$ cat config.mk
export PLATFORM = sky130hd
export DESIGN_NAME = nes_host_top
export DESIGN_NICKNAME = d
export VERILOG_FILES = /design/src/logic/nes_host_pkg.sv /design/src/logic/rv_bus_if.sv /design/src/logic/rv_word_bridge.sv /design/src/logic/joypad_port.sv /design/src/logic/rom_load_ctrl.sv /design/src/logic/nes_host_top.sv
export SDC_FILE = /design/constraint.sdc
export NUM_CORES = 1
export LEC_CHECK = 0
export BUFFER_PORTS_ARGS = -buffer_cell sky130_fd_sc_hd__buf_4
export CAP_MARGIN = 20
export CORE_AREA = 3 3 173 175
export CTS_BUF_LIST = sky130_fd_sc_hd__clkbuf_4
export DETAILED_ROUTE_END_ITERATION = 16
export DIE_AREA = 0 0 176 178
export HOLD_SLACK_MARGIN = 0.1
export SYNTH_ARGS = -nofsm -noshare
export SYNTH_HDL_FRONTEND = slang
export SYNTH_SLANG_ARGS = --single-unit
export TNS_END_PERCENT = 10
$ cat constraint.sdc
create_clock -name clk -period 2.2 [get_ports clk]
set_clock_uncertainty 0.1 [all_clocks]
set_input_delay 0.33 -clock clk [delete_from_list [all_inputs] [get_ports clk]]
set_output_delay 0.33 -clock clk [all_outputs]
set_load 0.02 [all_outputs]
$ cat src/logic/nes_host_pkg.sv
/*
 * shared widths and bit indices for the NES host glue
 * softcore bridge state enum, button and mapper flag types
 * expansion audio mapper list
 */

package nes_host_pkg;

    // softcore bus
    localparam int RV_ADDR_W   = 23;
    localparam int RV_DATA_W   = 32;
    localparam int RV_STRB_W   = 4;

    // half-word memory port
    localparam int HALF_W      = 16;
    localparam int HALF_ADDR_W = 20;    // softcore addr[20:2] plus word select
    localparam int BYTE_W      = 8;

    typedef enum logic [2:0] {
        RV_IDLE_REQ0,
        RV_WAIT0_REQ1,
        RV_DATA0,
        RV_WAIT1,
        RV_DATA1
    } rv_state_e;

    // NES button order, msb first: R L D U START SELECT B A
    typedef logic [7:0] nes_btn_t;
    localparam int BTN_A      = 0;
    localparam int BTN_B      = 1;
    localparam int BTN_SELECT = 2;
    localparam int BTN_START  = 3;
    localparam int BTN_U      = 4;
    localparam int BTN_D      = 5;
    localparam int BTN_L      = 6;
    localparam int BTN_R      = 7;

    typedef logic [7:0]  ds_btn_t;          // active low
    typedef logic [63:0] mapper_flags_t;    // mapper number in [7:0]

    // mappers with expansion audio
    localparam int EXT_AUDIO_CNT = 3;
    localparam logic [EXT_AUDIO_CNT-1:0][BYTE_W-1:0] EXT_AUDIO_MAPPERS = {8'd26, 8'd24, 8'd19};

endpackage

$ cat src/logic/rv_bus_if.sv
/*
 * softcore memory bus, 32-bit data with byte strobes
 * requester and bridge modports
 */

`timescale 1ns/1ps

interface rv_bus_if import nes_host_pkg::*; ();

    logic                 valid;
    logic                 ready;    // one-cycle pulse
    logic [RV_ADDR_W-1:0] addr;
    logic [RV_DATA_W-1:0] wdata;
    logic [RV_STRB_W-1:0] wstrb;    // all zero means read
    logic [RV_DATA_W-1:0] rdata;

    modport requester (
        output valid, addr, wdata, wstrb,
        input  ready, rdata
    );

    modport bridge (
        input  valid, addr, wdata, wstrb,
        output ready, rdata
    );

endinterface

$ cat src/logic/rv_word_bridge.sv
/*
 * 32-bit softcore bus to 16-bit toggle-handshake memory port
 * one or two half-word accesses per request, lower half first
 * single-half shortcuts for lower-only and upper-only writes
 */

`timescale 1ns/1ps

module rv_word_bridge import nes_host_pkg::*; (
    input  logic                   clk,
    input  logic                   sys_resetn,
    rv_bus_if.bridge               rv,
    output logic                   o_mem_req,
    output logic [HALF_ADDR_W-1:0] o_mem_addr,
    output logic [1:0]             o_mem_ds,
    output logic [HALF_W-1:0]      o_mem_din,
    output logic                   o_mem_we,
    input  logic                   i_mem_ack,
    input  logic [HALF_W-1:0]      i_mem_dout
);

    rv_state_e         state;
    logic              valid_r;
    logic              pending;     // one remembered request
    logic              mem_req;
    logic              mem_we;
    logic              word;        // 0 lower half, 1 upper half
    logic [1:0]        ds;
    logic              ready;
    logic [HALF_W-1:0] lo_half;

    logic rise;
    logic write;
    logic ack_match;

    assign rise      = rv.valid & ~valid_r;
    assign write     = |rv.wstrb;
    assign ack_match = (mem_req == i_mem_ack);

    ////////////////////////////////////////////////////////////////////////////
    // request sequencing
    ////////////////////////////////////////////////////////////////////////////

    always_ff @(posedge clk) begin
        if (!sys_resetn) begin
            state   <= RV_IDLE_REQ0;
            valid_r <= 1'b0;
            pending <= 1'b0;
            mem_req <= 1'b0;
            mem_we  <= 1'b0;
            word    <= 1'b0;
            ds      <= 2'b11;
            ready   <= 1'b0;
        end else begin
            valid_r <= rv.valid;
            ready   <= 1'b0;
            if (rise)
                pending <= 1'b1;

            case (state)
                RV_IDLE_REQ0: begin
                    if (pending || rise) begin
                        pending <= 1'b0;
                        mem_req <= ~mem_req;
                        mem_we  <= write;
                        if (write && rv.wstrb[1:0] == 2'b00) begin
                            word  <= 1'b1;              // upper only
                            ds    <= rv.wstrb[3:2];
                            state <= RV_WAIT1;
                        end else begin
                            word  <= 1'b0;
                            ds    <= write ? rv.wstrb[1:0] : 2'b11;
                            state <= RV_WAIT0_REQ1;
                        end
                    end
                end
                RV_WAIT0_REQ1: begin
                    if (ack_match) begin
                        if (write && rv.wstrb[3:2] == 2'b00) begin
                            ready <= 1'b1;              // lower only, done
                            state <= RV_IDLE_REQ0;
                        end else begin
                            mem_req <= ~mem_req;        // second access
                            word    <= 1'b1;
                            ds      <= write ? rv.wstrb[3:2] : 2'b11;
                            state   <= write ? RV_WAIT1 : RV_DATA0;
                        end
                    end
                end
                RV_DATA0: state <= RV_WAIT1;            // lower half already held
                RV_WAIT1: begin
                    if (ack_match) begin
                        ready <= write;
                        state <= write ? RV_IDLE_REQ0 : RV_DATA1;
                    end
                end
                RV_DATA1: begin
                    ready <= 1'b1;
                    state <= RV_IDLE_REQ0;
                end
                default: state <= RV_IDLE_REQ0;
            endcase
        end
    end

    // lower read half, kept until the upper half comes back
    always_ff @(posedge clk) begin
        if (state == RV_WAIT0_REQ1 && ack_match && !write)
            lo_half <= i_mem_dout;
    end

    assign o_mem_req  = mem_req;
    assign o_mem_we   = mem_we;
    assign o_mem_ds   = ds;
    assign o_mem_addr = {rv.addr[HALF_ADDR_W:2], word};
    assign o_mem_din  = word ? rv.wdata[RV_DATA_W-1:HALF_W] : rv.wdata[HALF_W-1:0];

    assign rv.ready = ready;
    assign rv.rdata = {i_mem_dout, lo_half};   // upper half stable until next toggle

    ////////////////////////////////////////////////////////////////////////////
    // checks
    ////////////////////////////////////////////////////////////////////////////

    a_ready_pulse : assert property (@(posedge clk) disable iff (!sys_resetn)
        ready |=> !ready);

    // no new toggle while the memory still owes an ack
    a_req_hold : assert property (@(posedge clk) disable iff (!sys_resetn)
        (mem_req != i_mem_ack) |=> $stable(mem_req));

endmodule

$ cat src/logic/joypad_port.sv
/*
 * one NES controller port
 * DualShock bytes to NES buttons, ORed with the gamepad state
 * serial shift register read by the NES core
 */

`timescale 1ns/1ps

module joypad_port import nes_host_pkg::*; (
    input  logic     clk,
    input  logic     sys_resetn,
    input  ds_btn_t  i_ds_byte0,    // L D R U St R3 L3 Se
    input  ds_btn_t  i_ds_byte1,    // sq X O tri R1 L1 R2 L2
    input  nes_btn_t i_pad_state,
    input  logic     i_strobe,
    input  logic     i_pad_clock,
    output logic     o_pad_data,
    output nes_btn_t o_buttons
);

    nes_btn_t ds_map;
    nes_btn_t shift_q;
    logic     pad_clock_r;
    logic     pad_fall;

    // circle is A, cross is B
    always_comb begin
        ds_map             = '0;
        ds_map[BTN_R]      = ~i_ds_byte0[5];
        ds_map[BTN_L]      = ~i_ds_byte0[7];
        ds_map[BTN_D]      = ~i_ds_byte0[6];
        ds_map[BTN_U]      = ~i_ds_byte0[4];
        ds_map[BTN_START]  = ~i_ds_byte0[3];
        ds_map[BTN_SELECT] = ~i_ds_byte0[0];
        ds_map[BTN_B]      = ~i_ds_byte1[6];
        ds_map[BTN_A]      = ~i_ds_byte1[5];
    end

    assign o_buttons = ds_map | i_pad_state;
    assign pad_fall  = ~i_pad_clock & pad_clock_r;

    always_ff @(posedge clk) begin
        if (!sys_resetn) begin
            pad_clock_r <= 1'b0;
            shift_q     <= '0;
        end else begin
            pad_clock_r <= i_pad_clock;
            if (i_strobe)
                shift_q <= o_buttons;                  // keep reloading while strobed
            else if (pad_fall)
                shift_q <= {1'b1, shift_q[7:1]};       // A goes out first
        end
    end

    assign o_pad_data = shift_q[0];

endmodule

$ cat src/logic/rom_load_ctrl.sv
/*
 * cartridge load control
 * loader write stretch and capture, CPU/loader byte port mux
 * NES reset, clock reference, mapper flags and expansion audio
 */

`timescale 1ns/1ps

module rom_load_ctrl import nes_host_pkg::*; #(
    parameter int MEM_ADDR_W = 22
) (
    input  logic                  clk,
    input  logic                  sys_resetn,
    input  logic                  i_loading,
    input  logic                  i_loader_write,
    input  logic [MEM_ADDR_W-1:0] i_loader_addr,
    input  logic [BYTE_W-1:0]     i_loader_data,
    input  logic                  i_loader_done,
    input  mapper_flags_t         i_loader_flags,
    input  logic [MEM_ADDR_W-1:0] i_cpu_addr,
    input  logic                  i_cpu_read,
    input  logic                  i_cpu_write,
    input  logic [BYTE_W-1:0]     i_cpu_dout,
    output logic [MEM_ADDR_W-1:0] o_memb_addr,
    output logic                  o_memb_we,
    output logic [BYTE_W-1:0]     o_memb_din,
    output logic                  o_memb_oe,
    output logic                  o_reset_nes,
    output logic                  o_clkref,
    output logic                  o_loader_reset,
    output mapper_flags_t         o_mapper_flags,
    output logic                  o_ext_audio
);

    logic                  loading_r;
    logic                  write_r;
    logic                  write_mem;   // two cycles per loader write
    logic [MEM_ADDR_W-1:0] addr_q;
    logic [BYTE_W-1:0]     data_q;

    always_ff @(posedge clk) begin
        if (!sys_resetn) begin
            loading_r      <= 1'b0;
            write_r        <= 1'b0;
            write_mem      <= 1'b0;
            o_reset_nes    <= 1'b1;
            o_clkref       <= 1'b0;
            o_mapper_flags <= '0;
        end else begin
            loading_r <= i_loading;
            write_r   <= i_loader_write;
            write_mem <= i_loader_write | write_r;
            o_clkref  <= ~o_clkref;
            if (i_loader_done)
                o_mapper_flags <= i_loader_flags;
            if (!i_loading && loading_r) begin
                o_reset_nes <= 1'b0;             // release the core
                o_clkref    <= 1'b1;
            end else if (i_loading && !loading_r) begin
                o_reset_nes <= 1'b1;
            end
        end
    end

    always_ff @(posedge clk) begin
        if (i_loader_write) begin
            addr_q <= i_loader_addr;
            data_q <= i_loader_data;
        end
    end

    assign o_loader_reset = i_loading & ~loading_r;

    ////////////////////////////////////////////////////////////////////////////
    // byte port B and expansion audio
    ////////////////////////////////////////////////////////////////////////////

    assign o_memb_addr = i_loading ? addr_q : i_cpu_addr;
    assign o_memb_din  = i_loading ? data_q : i_cpu_dout;
    assign o_memb_we   = write_mem | i_cpu_write;
    assign o_memb_oe   = ~i_loading & i_cpu_read;

    always_comb begin
        o_ext_audio = 1'b0;
        for (int i = 0; i < EXT_AUDIO_CNT; i++) begin
            if (o_mapper_flags[BYTE_W-1:0] == EXT_AUDIO_MAPPERS[i])
                o_ext_audio = 1'b1;
        end
    end

    // core held in reset for the whole load
    a_reset_while_loading : assert property (@(posedge clk) disable iff (!sys_resetn)
        i_loading && loading_r |-> o_reset_nes);

endmodule

$ cat src/logic/nes_host_top.sv
/*
 * NES host glue top level
 * softcore bridge, two joypad ports and cartridge load control
 */

`timescale 1ns/1ps

module nes_host_top import nes_host_pkg::*; #(
    parameter int MEM_ADDR_W = 22
) (
    input  logic                   clk,
    input  logic                   sys_resetn,
    // softcore bus
    input  logic                   i_rv_valid,
    input  logic [RV_ADDR_W-1:0]   i_rv_addr,
    input  logic [RV_DATA_W-1:0]   i_rv_wdata,
    input  logic [RV_STRB_W-1:0]   i_rv_wstrb,
    output logic                   o_rv_ready,
    output logic [RV_DATA_W-1:0]   o_rv_rdata,
    // half-word memory port
    output logic                   o_mem_req,
    output logic [HALF_ADDR_W-1:0] o_mem_addr,
    output logic [1:0]             o_mem_ds,
    output logic [HALF_W-1:0]      o_mem_din,
    output logic                   o_mem_we,
    input  logic                   i_mem_ack,
    input  logic [HALF_W-1:0]      i_mem_dout,
    // loader and CPU side
    input  logic                   i_loading,
    input  logic                   i_loader_write,
    input  logic [MEM_ADDR_W-1:0]  i_loader_addr,
    input  logic [BYTE_W-1:0]      i_loader_data,
    input  logic                   i_loader_done,
    input  mapper_flags_t          i_loader_flags,
    input  logic [MEM_ADDR_W-1:0]  i_cpu_addr,
    input  logic                   i_cpu_read,
    input  logic                   i_cpu_write,
    input  logic [BYTE_W-1:0]      i_cpu_dout,
    output logic [MEM_ADDR_W-1:0]  o_memb_addr,
    output logic                   o_memb_we,
    output logic [BYTE_W-1:0]      o_memb_din,
    output logic                   o_memb_oe,
    output logic                   o_reset_nes,
    output logic                   o_clkref,
    output logic                   o_loader_reset,
    output mapper_flags_t          o_mapper_flags,
    output logic                   o_ext_audio,
    // controllers
    input  ds_btn_t                i_ds1_byte0,
    input  ds_btn_t                i_ds1_byte1,
    input  nes_btn_t               i_pad1_state,
    input  logic                   i_pad_clock1,
    output logic                   o_pad1_data,
    output nes_btn_t               o_buttons1,
    input  ds_btn_t                i_ds2_byte0,
    input  ds_btn_t                i_ds2_byte1,
    input  nes_btn_t               i_pad2_state,
    input  logic                   i_pad_clock2,
    output logic                   o_pad2_data,
    output nes_btn_t               o_buttons2,
    input  logic                   i_joypad_strobe
);

    rv_bus_if u_rv_bus ();

    // requester side comes straight from the top ports
    assign u_rv_bus.valid = i_rv_valid;
    assign u_rv_bus.addr  = i_rv_addr;
    assign u_rv_bus.wdata = i_rv_wdata;
    assign u_rv_bus.wstrb = i_rv_wstrb;
    assign o_rv_ready     = u_rv_bus.ready;
    assign o_rv_rdata     = u_rv_bus.rdata;

    rv_word_bridge u_bridge (
        .clk        (clk),
        .sys_resetn (sys_resetn),
        .rv         (u_rv_bus.bridge),
        .o_mem_req  (o_mem_req),
        .o_mem_addr (o_mem_addr),
        .o_mem_ds   (o_mem_ds),
        .o_mem_din  (o_mem_din),
        .o_mem_we   (o_mem_we),
        .i_mem_ack  (i_mem_ack),
        .i_mem_dout (i_mem_dout)
    );

    joypad_port u_pad1 (
        .clk         (clk),
        .sys_resetn  (sys_resetn),
        .i_ds_byte0  (i_ds1_byte0),
        .i_ds_byte1  (i_ds1_byte1),
        .i_pad_state (i_pad1_state),
        .i_strobe    (i_joypad_strobe),
        .i_pad_clock (i_pad_clock1),
        .o_pad_data  (o_pad1_data),
        .o_buttons   (o_buttons1)
    );

    joypad_port u_pad2 (
        .clk         (clk),
        .sys_resetn  (sys_resetn),
        .i_ds_byte0  (i_ds2_byte0),
        .i_ds_byte1  (i_ds2_byte1),
        .i_pad_state (i_pad2_state),
        .i_strobe    (i_joypad_strobe),
        .i_pad_clock (i_pad_clock2),
        .o_pad_data  (o_pad2_data),
        .o_buttons   (o_buttons2)
    );

    rom_load_ctrl #(
        .MEM_ADDR_W (MEM_ADDR_W)
    ) u_load (
        .clk            (clk),
        .sys_resetn     (sys_resetn),
        .i_loading      (i_loading),
        .i_loader_write (i_loader_write),
        .i_loader_addr  (i_loader_addr),
        .i_loader_data  (i_loader_data),
        .i_loader_done  (i_loader_done),
        .i_loader_flags (i_loader_flags),
        .i_cpu_addr     (i_cpu_addr),
        .i_cpu_read     (i_cpu_read),
        .i_cpu_write    (i_cpu_write),
        .i_cpu_dout     (i_cpu_dout),
        .o_memb_addr    (o_memb_addr),
        .o_memb_we      (o_memb_we),
        .o_memb_din     (o_memb_din),
        .o_memb_oe      (o_memb_oe),
        .o_reset_nes    (o_reset_nes),
        .o_clkref       (o_clkref),
        .o_loader_reset (o_loader_reset),
        .o_mapper_flags (o_mapper_flags),
        .o_ext_audio    (o_ext_audio)
    );

endmodule

==> reports/metrics.yaml <==
sta:
  post-route-period-util: 0.960
  worst_pin_slew_ns: 0.437
  relSlewSlack: 0.708
  slew_viol_final: 0
  fin_setup_tns_ns: 0
  hold_viol: 0
  max_freq_ghz: 0.473
  rsz0062_at_grt: "false"
  finalCriticalPeriod_ns: 2.11
  setup_viol: 0
worst_setup_path:
  cpMostUsedCell: "dlygate4sd3_1"
  cp.required_ns: 2.58
  r2r_slack_ns: 0.16
  cp_slowest_cell: "dlygate4sd3_1"
  critPathKind: "in2reg"
  endpoint_kind: "flip-flop"
  cp-start-kind: "primary input"
  crit_arrival_ns: 2.50
  path_cells: "dlygate4sd3_1, buf_4, nor2_1, o21bai_1, dlygate4sd3_1, a41oi_1, dlygate4sd3_1"
  cp_max_fo: 6
  slowest_delay_ns: 0.58
power:
  ir_drop_v: 0.000224
  leakage_nw: 5.11
  power_density_nw_per_um2: 579
clock_tree:
  path_clk_slew_ns: 0.14
  htreeDepth: 4
  clockRootBuffer: "clkbuf_4"
  cts_buffer_depth: 2
  clk_latency_ns: 0.53
  numCtsBuffers: 17
  cts.sinks: 144
  cts_tree: "yes"
yosys:
  synthArstFlopShare: 0
  ys_seq_area_frac: 0.534
  synth_cell_types: 36
  synth.largest_area_cell: "dfxtp_1"
  netlist.area_leader.share: 0.313
  postSynthAreaPerCell_sq_um: 11.8
  ys_top_cells_by_area: "dfxtp_1 31%, edfxtp_1 22%, mux2i_1 13%"
  syn-cell-area_sq_um: 6260
  syn_nets: 790
  synth_cells: 529
  ys_warn_count: 0
  synth-seq-cells: 144
  synth_flop_cell: "dfxtp_1"
  synth_edf_count: 46
floorplan:
  start_util: 0.219
  core-area_sq_um: 28600
  num_io_pins: 450
  row_count: 62
  fp.dieH_microns: 178
  die_area_sq_um: 31300
  die_w_microns: 176
cells_and_area:
  seq_area_sq_um: 3340
  multi_input_area_sq_um: 2520
  final_nets: 1313
  final_cells: 1452
  nFillCells: 2729
  area_growth_syn_to_layout_pct: 81.7
  drive_gt1_frac: 0.455
place:
  dpl.hpwl_mm: 14.6
  place_congestion: 0.747
  port_buffers: 391
  dp_cells: 1249
route:
  drt_iter0_drc: 165
  wl_per_cell_microns: 14.5
  via_count: 5745
  remaining_drc_errors: 0
  drtAntennaViolNets: 0
  viasPerCell: 3.96
  drtPass1Iterations: 4
  drt-total-wl_mm: 21.0
grt:
  antenna_found_initial: 2
  grt_max_degree: 38
  track_usage: 0.126
  grt-ovfl-total: 0
  grt_pass1_vias: 5901
  grt_pass1_wl_mm: 31.2
min_path:
  worstHoldPathType: "in2reg"
flow_run:
  maxCapViolations: 0
outcome:
  status: "finished, final reports clean"
critical path: cells and delay by family:
family	cells	cell delay, ns
buf+inv	4	1.82
compound gates	2	0.25
simple gates	1	0.10
cell type report:
type                    count  share of cell area
repair buffers            569               0.414
flip-flops and latches    144               0.294
multi-input cells         317               0.222
well taps                 384              0.0423
clock inverters            13              0.0140
clock buffers              19              0.0125
inverters                   3            0.000990
diodes                      3            0.000660
final timing paths:
| kind | start | end | cells after the start |
|---|---|---|---|
| worst max-delay path | i_rv_wstrb[1] | u_bridge.o_mem_ds[1]$_SDFFE_PN1P_ | 7 |
| worst min-delay path | i_pad2_state[2] | u_pad2.shift_q[2]$_SDFFE_PN0P_ | 5 |
| worst max register to register | u_bridge.state[0]$_SDFFE_PN0P_ | u_bridge.o_mem_ds[1]$_SDFFE_PN1P_ | 5 |
| worst min register to register | u_load.write_r$_SDFF_PN0_ | u_load.write_mem$_SDFF_PN0_ | 1 |
logic make-up (layout without fill, tap and decap cells):
group,Yosys count,after routing,synth area share
AO/OA/AOI/OAI,32,32,0.0342
XOR/XNOR,1,1,0.00260
flip-flops,144,144,0.534
adder cells (fa/ha/maj),2,2,0.00400
AND/OR/NAND/NOR,153,153,0.145
buffers and inverters,68,604,0.0652
multiplexers,129,129,0.215
other,0,3,0
through the flow:
step,cell area (sq um),utilization,power (mW),hold slack (ns),worst slack (ns)
after floorplan,6260,-,3.85,0.318,0.220
final,11400,0.397,6.59,0.173,0.0878
after global routing,11400,0.397,6.94,0.106,0.0238
after global placement,9370,0.327,4.52,0.322,0.488
after detailed placement,9370,0.327,4.53,0.334,0.486
after CTS,11300,0.396,6.69,0.106,0.0305
placed cells by master, fill, tap and decap left out, drive strengths merged, types with 2 or more instances in the layout:
master,count
buf,402
dlygate4sd3,167
dfxtp,98
mux2i,83
nor2b,70
mux2,46
edfxtp,46
nand2,21
and2,19
clkbuf,19
nand2b,16
o21ai,15
nor2,9
inv,8
nor3,4
o21a,4
diode,3
a21oi,3
bufinv,3
nor3b,3
clkinv,3
and3,2
o21bai,2
and4b,2
a41oi,2
nand3b,2
o311a,2
ha,2
clkinvlp,2
nor4,2
power by group:
group          switching, mW  internal (mW)
Sequential            0.0878           2.91
Combinational          0.756          0.983
Clock                   1.03          0.820
Total                   1.88           4.71
routing by layer:
| metal | global-route usage | wire [microns] | part of all wire | up-vias |
|---|---|---|---|---|
| met5 | 0 | 0 | 0 | - |
| met4 | 0.0409 | 329 | 0.016 | 0 |
| met3 | 0.0338 | 1290 | 0.062 | 22 |
| met2 | 0.233 | 11400 | 0.54 | 233 |
| met1 | 0.140 | 8000 | 0.38 | 2646 |
| li1 | - | - | - | 2844 |
state kept, by name, summed over array words and instances (netlist names), 2 cells and up:
name                   count
u_load.data_q              8
u_bridge.o_mem_ds          2
u_load.o_mapper_flags     64
u_pad1.shift_q             8
u_bridge.state             3
u_pad2.shift_q             8
u_load.addr_q             22
u_bridge.lo_half          16
cells in the mapped netlist (3+ instances only):
master / n
clkbuf_1: 15
a21oi_1: 3
nand2b_1: 16
mux2_2: 46
and2_1: 19
nor2_1: 9
nor2b_1: 70
edfxtp_1: 46
dfxtp_1: 98
o21a_1: 4
buf_2: 14
o21ai_0: 14
inv_1: 3
buf_4: 36
nand2_1: 21
nor3_1: 4
mux2i_1: 83
repair_timing:
item	4_1_cts	5_1_grt
endpoints found under the hold margin	152	0
setup endpoints to repair	0	10
resized for setup	0	3
hold buffers	167	0
buffers inserted	0	1
Note: power is estimated with default switching activity, not from simulation.
